`src/logic/glue_pkg.sv`:
```
package glue_pkg;

	// memory bus widths, byte address with word granularity
	localparam int ADDR_W = 24;
	localparam int DATA_W = 32;
	localparam int SEL_W = 4;

	// download index from the data loader
	localparam int IDX_W = 8;

	// bits per colour channel from the core
	localparam int COLOR_W = 4;

	typedef logic [ADDR_W-1:0] addr_t;
	typedef logic [DATA_W-1:0] data_t;
	typedef logic [SEL_W-1:0] sel_t;
	typedef logic [COLOR_W-1:0] color_t;

	// pixel base clock selection, TV mode when both bits are equal
	typedef enum logic [1:0] {
		VIDBASE_24     = 2'b00,
		VIDBASE_25     = 2'b01,
		VIDBASE_36     = 2'b10,
		VIDBASE_24_ALT = 2'b11
	} vidbase_t;

	typedef enum logic [1:0] {
		PLL_IDLE,
		PLL_ROM_WAIT,
		PLL_BUSY_WAIT,
		PLL_RUN
	} pll_state_t;

	// indices that count as a ROM load
	localparam logic [IDX_W-1:0] DIO_ROM_IDX_A = 8'd1;
	localparam logic [IDX_W-1:0] DIO_ROM_IDX_B = 8'd2;

	// back porch blanking length in clk_sys cycles
	localparam int PORCH_TV = 256;
	localparam int PORCH_VGA = 64;

endpackage

```
`src/logic/mem_bus_if.sv`:
```
`timescale 1ns/100ps

// word-wide memory bus, a transfer ends when ack is seen with stb high
interface mem_bus_if;

	logic              stb;
	logic              cyc;
	logic              we;
	glue_pkg::sel_t    sel;
	glue_pkg::addr_t   adr;
	glue_pkg::data_t   wdat;
	logic              ack;

	modport master (
		output stb,
		output cyc,
		output we,
		output sel,
		output adr,
		output wdat,
		input  ack
	);

	modport slave (
		input  stb,
		input  cyc,
		input  we,
		input  sel,
		input  adr,
		input  wdat,
		output ack
	);

endinterface

```
`src/logic/boot_loader_arb.sv`:
```
`timescale 1ns/100ps

module boot_loader_arb (
	input  logic                          clk_sys,
	input  logic                          rst_i,
	input  logic                          downloading_i,
	input  logic [glue_pkg::IDX_W-1:0]    dio_index_i,
	input  logic                          loader_we_i,
	input  glue_pkg::addr_t               loader_adr_i,
	input  glue_pkg::sel_t                loader_sel_i,
	input  glue_pkg::data_t               loader_dat_i,
	input  logic                          ram_ready_i,
	mem_bus_if.slave                      core,
	mem_bus_if.master                     ram,
	output logic                          core_reset_o
);

	logic            loader_active;
	logic            loader_active_q;
	logic            loader_stb;
	logic            rom_ready;
	glue_pkg::addr_t adr_mux;

	// only index 1 and 2 are ROM images
	assign loader_active = downloading_i &&
		(dio_index_i == glue_pkg::DIO_ROM_IDX_A || dio_index_i == glue_pkg::DIO_ROM_IDX_B);

	// loader strobe held from the write pulse until the ram acks
	always_ff @(posedge clk_sys) begin
		if (rst_i) begin
			loader_stb <= 1'b0;
		end else if (loader_we_i) begin
			loader_stb <= 1'b1;
		end else if (ram.ack) begin
			loader_stb <= 1'b0;
		end
	end

	// rom is ready once a ROM download has finished, sticky until reset
	always_ff @(posedge clk_sys) begin
		if (rst_i) begin
			loader_active_q <= 1'b0;
			rom_ready <= 1'b0;
		end else begin
			loader_active_q <= loader_active;
			if (loader_active_q && !loader_active) begin
				rom_ready <= 1'b1;
			end
		end
	end

	assign core_reset_o = !ram_ready_i || !rom_ready;

	// bus mux, loader wins while it downloads
	assign adr_mux = loader_active ? loader_adr_i : core.adr;

	assign ram.we = loader_active ? 1'b1 : core.we;
	assign ram.sel = loader_active ? loader_sel_i : core.sel;
	assign ram.adr = {adr_mux[glue_pkg::ADDR_W-1:2], 2'b00};
	assign ram.wdat = loader_active ? loader_dat_i : core.wdat;
	assign ram.stb = loader_active ? loader_stb : core.stb;
	assign ram.cyc = loader_active ? loader_stb : core.cyc;

	// core sees no ack while shut out
	assign core.ack = loader_active ? 1'b0 : ram.ack;

	// strobe must always sit inside a cycle, whichever side owns the bus
	a_stb_in_cyc : assert property (@(posedge clk_sys) disable iff (rst_i)
		ram.stb |-> ram.cyc)
	else $error("ram strobe high without cyc");

endmodule

```
`src/logic/mist_glue_top.sv`:
```
`timescale 1ns/100ps

module mist_glue_top #(
	parameter int RECONFIG_TIMEOUT = 1000
) (
	input  logic                          clk_sys,
	input  logic                          rst_i,
	// core memory port
	input  logic                          core_stb_i,
	input  logic                          core_we_i,
	input  glue_pkg::sel_t                core_sel_i,
	input  glue_pkg::addr_t               core_adr_i,
	input  glue_pkg::data_t               core_dat_i,
	output logic                          core_ack_o,
	// ram port
	output logic                          ram_stb_o,
	output logic                          ram_cyc_o,
	output logic                          ram_we_o,
	output glue_pkg::sel_t                ram_sel_o,
	output glue_pkg::addr_t               ram_adr_o,
	output glue_pkg::data_t               ram_dat_o,
	input  logic                          ram_ack_i,
	// loader
	input  logic                          downloading_i,
	input  logic [glue_pkg::IDX_W-1:0]    dio_index_i,
	input  logic                          loader_we_i,
	input  glue_pkg::addr_t               loader_adr_i,
	input  glue_pkg::sel_t                loader_sel_i,
	input  glue_pkg::data_t               loader_dat_i,
	input  logic                          ram_ready_i,
	output logic                          core_reset_o,
	// pll reconfiguration
	input  glue_pkg::vidbase_t            pixbase_sel_i,
	input  logic                          pll_busy_i,
	output logic                          write_from_rom_o,
	output logic                          reconfig_o,
	output logic                          reconfig_reset_o,
	output glue_pkg::vidbase_t            rom_sel_o,
	// video
	input  logic                          ce_pix_i,
	input  logic                          scandoubler_disable_i,
	input  glue_pkg::color_t              core_r_i,
	input  glue_pkg::color_t              core_g_i,
	input  glue_pkg::color_t              core_b_i,
	input  logic                          core_hs_i,
	input  logic                          core_vs_i,
	output glue_pkg::color_t              vid_r_o,
	output glue_pkg::color_t              vid_g_o,
	output glue_pkg::color_t              vid_b_o,
	output logic                          vid_hs_o,
	output logic                          vid_vs_o,
	output logic                          scandoubler_en_o
);

	mem_bus_if core_bus ();
	mem_bus_if ram_bus ();

	// core has no separate cyc, its strobe covers both
	assign core_bus.stb = core_stb_i;
	assign core_bus.cyc = core_stb_i;
	assign core_bus.we = core_we_i;
	assign core_bus.sel = core_sel_i;
	assign core_bus.adr = core_adr_i;
	assign core_bus.wdat = core_dat_i;
	assign core_ack_o = core_bus.ack;

	assign ram_stb_o = ram_bus.stb;
	assign ram_cyc_o = ram_bus.cyc;
	assign ram_we_o = ram_bus.we;
	assign ram_sel_o = ram_bus.sel;
	assign ram_adr_o = ram_bus.adr;
	assign ram_dat_o = ram_bus.wdat;
	assign ram_bus.ack = ram_ack_i;

	boot_loader_arb u_arb (
		.clk_sys       (clk_sys),
		.rst_i         (rst_i),
		.downloading_i (downloading_i),
		.dio_index_i   (dio_index_i),
		.loader_we_i   (loader_we_i),
		.loader_adr_i  (loader_adr_i),
		.loader_sel_i  (loader_sel_i),
		.loader_dat_i  (loader_dat_i),
		.ram_ready_i   (ram_ready_i),
		.core          (core_bus.slave),
		.ram           (ram_bus.master),
		.core_reset_o  (core_reset_o)
	);

	pll_reconfig_seq #(
		.RECONFIG_TIMEOUT (RECONFIG_TIMEOUT)
	) u_pll_seq (
		.clk_sys          (clk_sys),
		.rst_i            (rst_i),
		.pixbase_sel_i    (pixbase_sel_i),
		.pll_busy_i       (pll_busy_i),
		.write_from_rom_o (write_from_rom_o),
		.reconfig_o       (reconfig_o),
		.reconfig_reset_o (reconfig_reset_o),
		.rom_sel_o        (rom_sel_o)
	);

	video_porch_blank u_blank (
		.clk_sys               (clk_sys),
		.rst_i                 (rst_i),
		.ce_pix_i              (ce_pix_i),
		.pixbase_sel_i         (pixbase_sel_i),
		.scandoubler_disable_i (scandoubler_disable_i),
		.core_r_i              (core_r_i),
		.core_g_i              (core_g_i),
		.core_b_i              (core_b_i),
		.core_hs_i             (core_hs_i),
		.core_vs_i             (core_vs_i),
		.vid_r_o               (vid_r_o),
		.vid_g_o               (vid_g_o),
		.vid_b_o               (vid_b_o),
		.vid_hs_o              (vid_hs_o),
		.vid_vs_o              (vid_vs_o),
		.scandoubler_en_o      (scandoubler_en_o)
	);

endmodule

```
`src/logic/pll_reconfig_seq.sv`:
```
`timescale 1ns/100ps

module pll_reconfig_seq #(
	parameter int RECONFIG_TIMEOUT = 1000
) (
	input  logic                clk_sys,
	input  logic                rst_i,
	input  glue_pkg::vidbase_t  pixbase_sel_i,
	input  logic                pll_busy_i,
	output logic                write_from_rom_o,
	output logic                reconfig_o,
	output logic                reconfig_reset_o,
	output glue_pkg::vidbase_t  rom_sel_o
);

	localparam int CNT_W = $clog2(RECONFIG_TIMEOUT + 1);

	glue_pkg::pll_state_t state;
	glue_pkg::vidbase_t   sel_in_q;
	glue_pkg::vidbase_t   sel_q;
	logic [CNT_W-1:0]     timeout_cnt;

	// input register runs always
	always_ff @(posedge clk_sys) begin
		if (rst_i) begin
			sel_in_q <= glue_pkg::VIDBASE_24;
		end else begin
			sel_in_q <= pixbase_sel_i;
		end
	end

	always_ff @(posedge clk_sys) begin
		if (rst_i) begin
			state <= glue_pkg::PLL_IDLE;
			sel_q <= glue_pkg::VIDBASE_24;
			timeout_cnt <= '0;
			write_from_rom_o <= 1'b0;
			reconfig_o <= 1'b0;
			reconfig_reset_o <= 1'b0;
		end else begin
			write_from_rom_o <= 1'b0;
			reconfig_o <= 1'b0;
			reconfig_reset_o <= 1'b0;
			case (state)
				glue_pkg::PLL_IDLE: begin
					// held selection only follows the input here
					sel_q <= sel_in_q;
					if (sel_q != sel_in_q) begin
						write_from_rom_o <= 1'b1;
						state <= glue_pkg::PLL_ROM_WAIT;
					end
				end
				glue_pkg::PLL_ROM_WAIT: begin
					state <= glue_pkg::PLL_BUSY_WAIT;
				end
				glue_pkg::PLL_BUSY_WAIT: begin
					if (!pll_busy_i) begin
						reconfig_o <= 1'b1;
						timeout_cnt <= CNT_W'(RECONFIG_TIMEOUT);
						state <= glue_pkg::PLL_RUN;
					end
				end
				glue_pkg::PLL_RUN: begin
					timeout_cnt <= timeout_cnt - CNT_W'(1);
					if (!reconfig_o && !pll_busy_i) begin
						state <= glue_pkg::PLL_IDLE;
					end else if (timeout_cnt == CNT_W'(1)) begin
						// engine stuck busy, kick it
						reconfig_reset_o <= 1'b1;
						state <= glue_pkg::PLL_IDLE;
					end
				end
				default: begin
					state <= glue_pkg::PLL_IDLE;
				end
			endcase
		end
	end

	assign rom_sel_o = sel_q;

	// the three engine commands never overlap
	a_one_cmd : assert property (@(posedge clk_sys) disable iff (rst_i)
		$onehot0({write_from_rom_o, reconfig_o, reconfig_reset_o}))
	else $error("more than one PLL command pulse at once");

endmodule

```
`src/logic/video_porch_blank.sv`:
```
`timescale 1ns/100ps

module video_porch_blank (
	input  logic                clk_sys,
	input  logic                rst_i,
	input  logic                ce_pix_i,
	input  glue_pkg::vidbase_t  pixbase_sel_i,
	input  logic                scandoubler_disable_i,
	input  glue_pkg::color_t    core_r_i,
	input  glue_pkg::color_t    core_g_i,
	input  glue_pkg::color_t    core_b_i,
	input  logic                core_hs_i,
	input  logic                core_vs_i,
	output glue_pkg::color_t    vid_r_o,
	output glue_pkg::color_t    vid_g_o,
	output glue_pkg::color_t    vid_b_o,
	output logic                vid_hs_o,
	output logic                vid_vs_o,
	output logic                scandoubler_en_o
);

	localparam int CNT_W = $clog2(glue_pkg::PORCH_TV + 1);

	logic             tv_mode;
	logic [CNT_W-1:0] porch_len;
	logic [CNT_W-1:0] pix_cnt;
	logic             porch_done;
	logic             show;

	assign tv_mode = pixbase_sel_i[1] == pixbase_sel_i[0];
	assign porch_len = tv_mode ? CNT_W'(glue_pkg::PORCH_TV) : CNT_W'(glue_pkg::PORCH_VGA);
	assign porch_done = pix_cnt == porch_len;
	assign show = porch_done && core_hs_i;

	always_ff @(posedge clk_sys) begin
		if (rst_i) begin
			pix_cnt <= '0;
			vid_hs_o <= 1'b0;
			vid_vs_o <= 1'b0;
			vid_r_o <= '0;
			vid_g_o <= '0;
			vid_b_o <= '0;
		end else begin
			// counts clk_sys cycles, restarts during sync
			if (!vid_hs_o) begin
				pix_cnt <= '0;
			end else if (!porch_done) begin
				pix_cnt <= pix_cnt + CNT_W'(1);
			end
			if (ce_pix_i) begin
				vid_hs_o <= core_hs_i;
				vid_vs_o <= core_vs_i;
				vid_r_o <= show ? core_r_i : '0;
				vid_g_o <= show ? core_g_i : '0;
				vid_b_o <= show ? core_b_i : '0;
			end
		end
	end

	assign scandoubler_en_o = tv_mode && !scandoubler_disable_i;

	a_black_in_sync : assert property (@(posedge clk_sys) disable iff (rst_i)
		!vid_hs_o |-> (vid_r_o == '0 && vid_g_o == '0 && vid_b_o == '0))
	else $error("colour not black during hsync");

endmodule

```
`config.mk`:
```
export PLATFORM = sky130hd
export DESIGN_NAME = mist_glue_top
export DESIGN_NICKNAME = d
export VERILOG_FILES = /design/src/logic/glue_pkg.sv /design/src/logic/mem_bus_if.sv /design/src/logic/boot_loader_arb.sv /design/src/logic/mist_glue_top.sv /design/src/logic/pll_reconfig_seq.sv /design/src/logic/video_porch_blank.sv
export SDC_FILE = /design/constraint.sdc
export NUM_CORES = 1
export LEC_CHECK = 0
export ABC_AREA = 1
export BUFFER_PORTS_ARGS = -buffer_cell sky130_fd_sc_hd__buf_4
export CAP_MARGIN = 20
export CORE_MARGIN = 8
export CORE_UTILIZATION = 40
export CTS_CLUSTER_DIAMETER = 50
export DETAILED_ROUTE_END_ITERATION = 6
export GPL_TIMING_DRIVEN = 0
export PLACE_DENSITY = 0.83
export SETUP_SLACK_MARGIN = 0.15
export SLEW_MARGIN = 5
export SYNTH_ARGS = -nofsm -noshare
export SYNTH_HDL_FRONTEND = slang
export SYNTH_HIERARCHICAL = 1
export SYNTH_SLANG_ARGS = --single-unit
```
`constraint.sdc`:
```
create_clock -name clk_sys -period 1.6 [get_ports clk_sys]
set_input_delay 0.08 -clock clk_sys [delete_from_list [all_inputs] [get_ports clk_sys]]
set_output_delay 0.08 -clock clk_sys [all_outputs]
set_load 0.01 [all_outputs]
```
## Word-level counts from Yosys, hierarchy flattened

Cells that the tools add are included.

- Flip-flop bits (word level): 45
- Bits in latches: 0
- Bits in writable memories: 0
- ROM bits: 0
- Input bits: 155
- Output and inout port bits: 85
- Logic and storage cells: 78
- Memories: 0

- $add $sub $neg: 2
- Multiply operators: 0
- Divide/modulo/power cells: 0
- Magnitude comparators: 0
- Equality and inequality tests: 12
- Shift-type cells: 0
- Muxes and demuxes: 22
- Bitwise gates (word level): 4
- Reductions and logical operators: 22

Operator list:

| cell | count |
|---|---|
| 2-to-1 mux 32 bit | 1 |
| 2-to-1 mux 24 bit | 1 |
| one-hot mux 10 bit (2 select lines) | 1 |
| 2-to-1 mux 4 bit | 4 |
| equality test 10 x 1 -> 1 bit, second input constant | 1 |
| 2-to-1 mux 10 bit | 1 |
| subtractor 10 x 1 -> 10 bit, second input constant | 1 |
| adder 9 x 1 -> 9 bit, second input constant | 1 |
| equality test 9 bit | 1 |
| 2-to-1 mux 9 bit | 1 |
| equality test 8 x 1 -> 1 bit, second input constant | 1 |
| equality test 8 x 2 -> 1 bit, second input constant | 1 |
| 2-to-1 mux 1 bit | 8 |
| 2-to-1 mux 2 bit | 4 |
| one-hot mux 2 bit (4 select lines) | 1 |
| zero test 1 bit | 6 |
| OR reduction 2 bit | 3 |
| logical AND 1 bit | 5 |
| equality test 2 bit, second input constant | 2 |
| inverter 1 bit | 4 |
| nonzero test 2 bit | 2 |
| inequality test 3 x 1 -> 1 bit, second input constant | 1 |
| AND reduction 3 bit | 1 |
| OR reduction 3 bit | 1 |
| other kinds (8) | 9 |

## Logic depth before layout (Yosys ltp)

- Word-level depth: 5
- Mapped depth: 11
- Depth with buffers taken out: 11

## By module

The synthesis kept the hierarchy.

By module, submodules not included:

| module | times used | cells each | area each (µm²) | seq. area each (µm²) |
|---|---|---|---|---|
| pll_reconfig_seq | 1 | 142 | 1046.0 | 380.4 |
| video_porch_blank | 1 | 131 | 1024.7 | 460.4 |
| boot_loader_arb | 1 | 225 | 1014.7 | 60.1 |

## Worst setup path before layout

OpenSTA, ideal clock, no wires.

- Path kind: register to register
- From: register u_pll_seq.state[0]
- To: register u_pll_seq.timeout_cnt[6]
- Setup time: 0.129 ns
- Arrival time: 1.252 ns
- Data required time: 1.471 ns
- Slack: 0.220 ns
- Cell stages (with the launch flop): 11
- Path buffers: 0
- Clock period less this slack: 1.380 ns
- Cell sequence: dfxtp_1 > inv_1 > ha_1 > inv_1 > nand2_2 > nand2_4 > nand3_4 > o21ai_1 > nand2_1 > nor2_1 > nor2_1

- Cells in the longest elaborated chain, start to end: 3
- Elaborated cells between the ends (all ways): 6
- Classes of those cells: 3 x eq/ne; 1 x mux; 2 x reduce/logical

RTL lines:

| item | line | source |
|---|---|---|
| start, declared | pll_reconfig_seq.sv:18 | `glue_pkg::pll_state_t state;` |
| start signal, assigned | pll_reconfig_seq.sv:34 | `state <= glue_pkg::PLL_IDLE;` |
| start signal, assigned | pll_reconfig_seq.sv:50 | `state <= glue_pkg::PLL_ROM_WAIT;` |
| start signal, assigned | pll_reconfig_seq.sv:54 | `state <= glue_pkg::PLL_BUSY_WAIT;` |
| equality test 2 bit | pll_reconfig_seq.sv:44 | `case (state)` |
| inequality test 2 bit (no source line) or nonzero test 2 bit (tied branches) | - |  |
| AND reduction 2 bit (no source line) | - |  |
| end signal, assigned | pll_reconfig_seq.sv:59 | `timeout_cnt <= CNT_W'(RECONFIG_TIMEOUT);` |
| end signal, assigned | pll_reconfig_seq.sv:64 | `timeout_cnt <= timeout_cnt - CNT_W'(1);` |
| end, declared | pll_reconfig_seq.sv:21 | `logic [CNT_W-1:0] timeout_cnt;` |

Several ways; a longest one is shown, not always the timed one.
A chain may end at the register's enable or synchronous reset.

## Final worst setup path

Ends and elaborated chain as after synthesis.

==> flow_summary_export.csv <==
group,metric,value,unit
sta,finClkSkew,0.0111,ns
final_layout,fillers,660,
yosys,synth_xor_xnor_area_share,0.0142,
yosys,syn_area,0.00309,mm2
floorplan,io_pins,240,
drt,ant_nets,0,
hold_path,hold_path.class,"input pin to flip-flop",
yosys,avgSynthCellArea,6.20,um2
yosys,yosysSeqAreaShare,0.292,
setup_path,start_kind,"flip-flop",
pwr,total_leakage_power,2.82,nW
setup_path,cp.arrival,1.56,ns
pwr,p_int,0.00247,W
floorplan,core_area,0.00761,mm2
setup_path,crit_slowest_cell,"dfxtp_4",
global_routing,busiest_layer,"met2",
sta,fin_setup_tns,0,ns
setup_path,path_cells,"inv_4, ha_4, inv_2, nand2_4, nand2_8, nand3_4, o21ai_1, nand2_1, nor2_1, nor2_1",
pwr,max-vdd-ir-drop,1.02,mV
sta,fin_crit_sh,0.874,
sta,fmax,0.715,GHz
clock_network,cts_root_buffer,"clkbuf_8",
setup_path,critPathRequiredTime,1.77,ns
clock_network,numClockSinks,45,
pwr,p_per_area,755,mW/mm2
final_layout,final_common_cell,"buf_4",
pwr,pwr-share-comb,0.455,
drt,vias,3918,
global_routing,antenna_found_initial,0,
setup_path,ff2ff_path_depth,10,
run,drv_cap,0,
sta,hold_viol,0,
setup_path,critPathMaxStageDelay,0.39,ns
clock_network,clockBufferDepth,2,
yosys,yosys.area_share.adder,0.0324,
yosys,synth_compound_area_frac,0.0779,
global_routing,grt_start_max_net_pins,17,
final_layout,final_cell_mix,"241 x buf_4, 228 x nand2_1, 41 x dfxtp_1",
yosys,synth_cell_type_count,33,
drt,wire_per_inst,14.8,um
drt,via_per_inst,4.61,
final_layout,layout.nets,909,
clock_network,htreeDepth,2,
place,dpl_cell_area,0.00497,mm2
floorplan,die_area,0.0108,mm2
outcome,status,"finished clean",
yosys,synth_top_family_by_area,"simple AND/OR/NAND/NOR gates",
floorplan,start_util,0.406,
hold_path,hold_start,"loader_we_i",
clock_network,insertion_delay,0.30,ns
yosys,ys_ff_latch,45,
place,gp_congestion,0.911,
setup_path,regToRegSetupSlack,0.20,ns
final_layout,area_growth,69.1,%
sta,slew_violations,0,
pwr,swShare,0.374,
clock_network,clk_pin_slew,0.08,ns
setup_path,cp_max_fo,6,
setup_path,r2r_start,"u_pll_seq/state[0]$_SDFFE_PP0P_",
sta,finalSetupViolCount,0,
place,port_buffers,233,
global_routing,gr-usage-met3,0.0446,
sta,final.min_clock_period,1.40,ns
hold_path,whs_endpoint,"u_arb/loader_stb$_SDFFE_PP0P_",
place,dp_cells,834,
yosys,yosys_warnings,6,
setup_path,crit_type,"flip-flop to flip-flop",
clock_network,cts_tree,"done",
pwr,p_seq_frac,0.362,
clock_network,cts_buffers,5,
setup_path,crit_path_end_kind,"flip-flop",
final_layout,finalNonFillerCells,849,
drt,firstDrtPassIters,5,
yosys,synth-simple-area-share,0.450,
place,dp_hpwl,10.3,mm
final_layout,n_antenna_cell,0,
drt,drcViolationCount,0,
final_layout,drive_gt1_frac,0.420,
global_routing,grt_pass1_wl,19.0,mm
pwr,clkPwrFrac,0.182,
floorplan,die_h,104,um
global_routing,met2_usage,0.421,
sta,rsz0062_at_grt,"yes",
hold_path,min_path_cells,3,
yosys,synth.area.mux_share,0,
setup_path,cpMostUsedCell,"nor2_1",
setup_path,crit_buf_inv,2,
setup_path,r2r-end,"u_pll_seq/timeout_cnt[6]$_SDFFE_PP0P_",
final_layout,stdcell_area,0.00522,mm2
global_routing,grt_use_met1,0.224,
yosys,netlist_instances,498,
setup_path,cp_top_family,"simple AND/OR/NAND/NOR gates",
floorplan,rows,32,
global_routing,gr-usage-all-layers,0.212,
global_routing,globalRoute.totalOverflow,0,
drt,wl,12.5,mm
global_routing,first_global_vias,3613,
floorplan,die_x,104,um
drt,initialDrtViolationCount,180,
pwr,p_sw,0.00147,W
synth_stat cells, drive strengths merged:
| cell | instances | area, um2 |
|---|---|---|
| a21oi | 28 | 140 |
| or2 | 2 | 15.0 |
| xor2 | 3 | 26.3 |
| dfxtp | 45 | 901 |
| ha | 8 | 100 |
| nand3 | 13 | 95.1 |
| nand2 | 236 | 921 |
| o21ai | 15 | 78.8 |
| inv | 53 | 199 |
| nor3 | 7 | 45.0 |
| xnor2 | 2 | 17.5 |
| nand4 | 15 | 93.8 |
| o22ai | 1 | 6.26 |
| nor2 | 46 | 219 |
| clkbuf | 4 | 25.0 |
| a211oi | 2 | 15.0 |
| buf | 17 | 184 |
| conb | 1 | 3.75 |
power groups by stage:
stage | clock [W] | sequential [W] | combinational (W)
2_1_floorplan | 0 | 0.00142 | 0.00102
3_3_place_gp | 0 | 0.00142 | 0.00162
3_5_place_dp | 0 | 0.00143 | 0.00168
4_1_cts | 0.000745 | 0.00141 | 0.00171
5_1_grt | 0.000785 | 0.00145 | 0.00200
6_report | 0.000718 | 0.00143 | 0.00179
worst max path at each step:
stage,start,end,slack (ns),cells after the start
global placement,u_pll_seq/state[0]$_SDFFE_PP0P_,u_pll_seq/timeout_cnt[6]$_SDFFE_PP0P_,0.12,10
CTS,u_pll_seq/state[1]$_SDFFE_PP0P_,u_pll_seq/timeout_cnt[6]$_SDFFE_PP0P_,0.16,8
detailed placement,u_pll_seq/state[0]$_SDFFE_PP0P_,u_pll_seq/timeout_cnt[6]$_SDFFE_PP0P_,0.06,10
global route,u_blank/pix_cnt[0]$_SDFFE_PP0P_,u_blank/vid_b_o[2]$_SDFFE_PP0P_,0.1,9
finish,u_pll_seq/state[0]$_SDFFE_PP0P_,u_pll_seq/timeout_cnt[6]$_SDFFE_PP0P_,0.20,10
floorplan,u_pll_seq/state[0]$_SDFFE_PP0P_,u_pll_seq/timeout_cnt[6]$_SDFFE_PP0P_,0.22,10
worst register-to-register path, delay by kind of cell, from the launching register on:
family | cells | cell delay [ns]
fa+ha+maj | 1 | 0.17
compound gates | 1 | 0.14
simple gates | 6 | 0.47
buf+inv | 2 | 0.12
flops | 1 | 0.39
registers in the layout, indices dropped and copies added (netlist names), 2 cells and up:
register,cells
u_blank/pix_cnt,9
u_blank/vid_b_o,4
u_blank/vid_g_o,4
u_blank/vid_r_o,4
u_pll_seq/rom_sel_o,2
u_pll_seq/sel_in_q,2
u_pll_seq/state,2
u_pll_seq/timeout_cnt,10
metrics by stage:
step | utilization | total power, W | setup slack [ns] | hold WS (ns)
global placement | 0.653 | 0.00304 | 0.123 | 0.288
detailed placement | 0.653 | 0.00311 | 0.0617 | 0.309
global route | 0.686 | 0.00424 | 0.0970 | 0.0194
floorplan | - | 0.00243 | 0.220 | 0.149
finish | 0.686 | 0.00394 | 0.202 | 0.0149
CTS | 0.669 | 0.00386 | 0.164 | 0.0102
kinds of logic after synthesis:
group / count (synthesis)
DFF: 45
adders and majority gates: 8
and+or+nand+nor: 319
AOI/OAI and AO/OA: 46
other: 1
buffers and inverters: 74
xor gates and xnor gates: 5
area by class of cell:
cell class	count	area (um2)	share of cell area
tap	102	128	0.0245
inverter	53	206	0.0396
sequential	45	913	0.175
buffer	21	209	0.0400
multi-input combinational	380	1850	0.354
timing repair buffer	240	1820	0.349
clock inverter	3	25.0	0.00480
clock buffer	5	68.8	0.0132
routing by layer:
metal	up-vias	wire length (um)
li1	2026	-
met1	1759	4760
met2	125	6840
met3	8	868
met4	0	74
met5	-	0
what timing repair did:
| action | in CTS | in global routing |
|---|---|---|
| hold buffers | 1 | 0 |
| gates resized for setup | 5 | 23 |
| cloned | 0 | 1 |
| pin swaps | 1 | 8 |
| endpoints found under the hold margin | 1 | 0 |
| setup endpoints to repair | 11 | 18 |
| buffers inserted | 1 | 4 |
No activity file was read; power rests on OpenSTA's default activity.
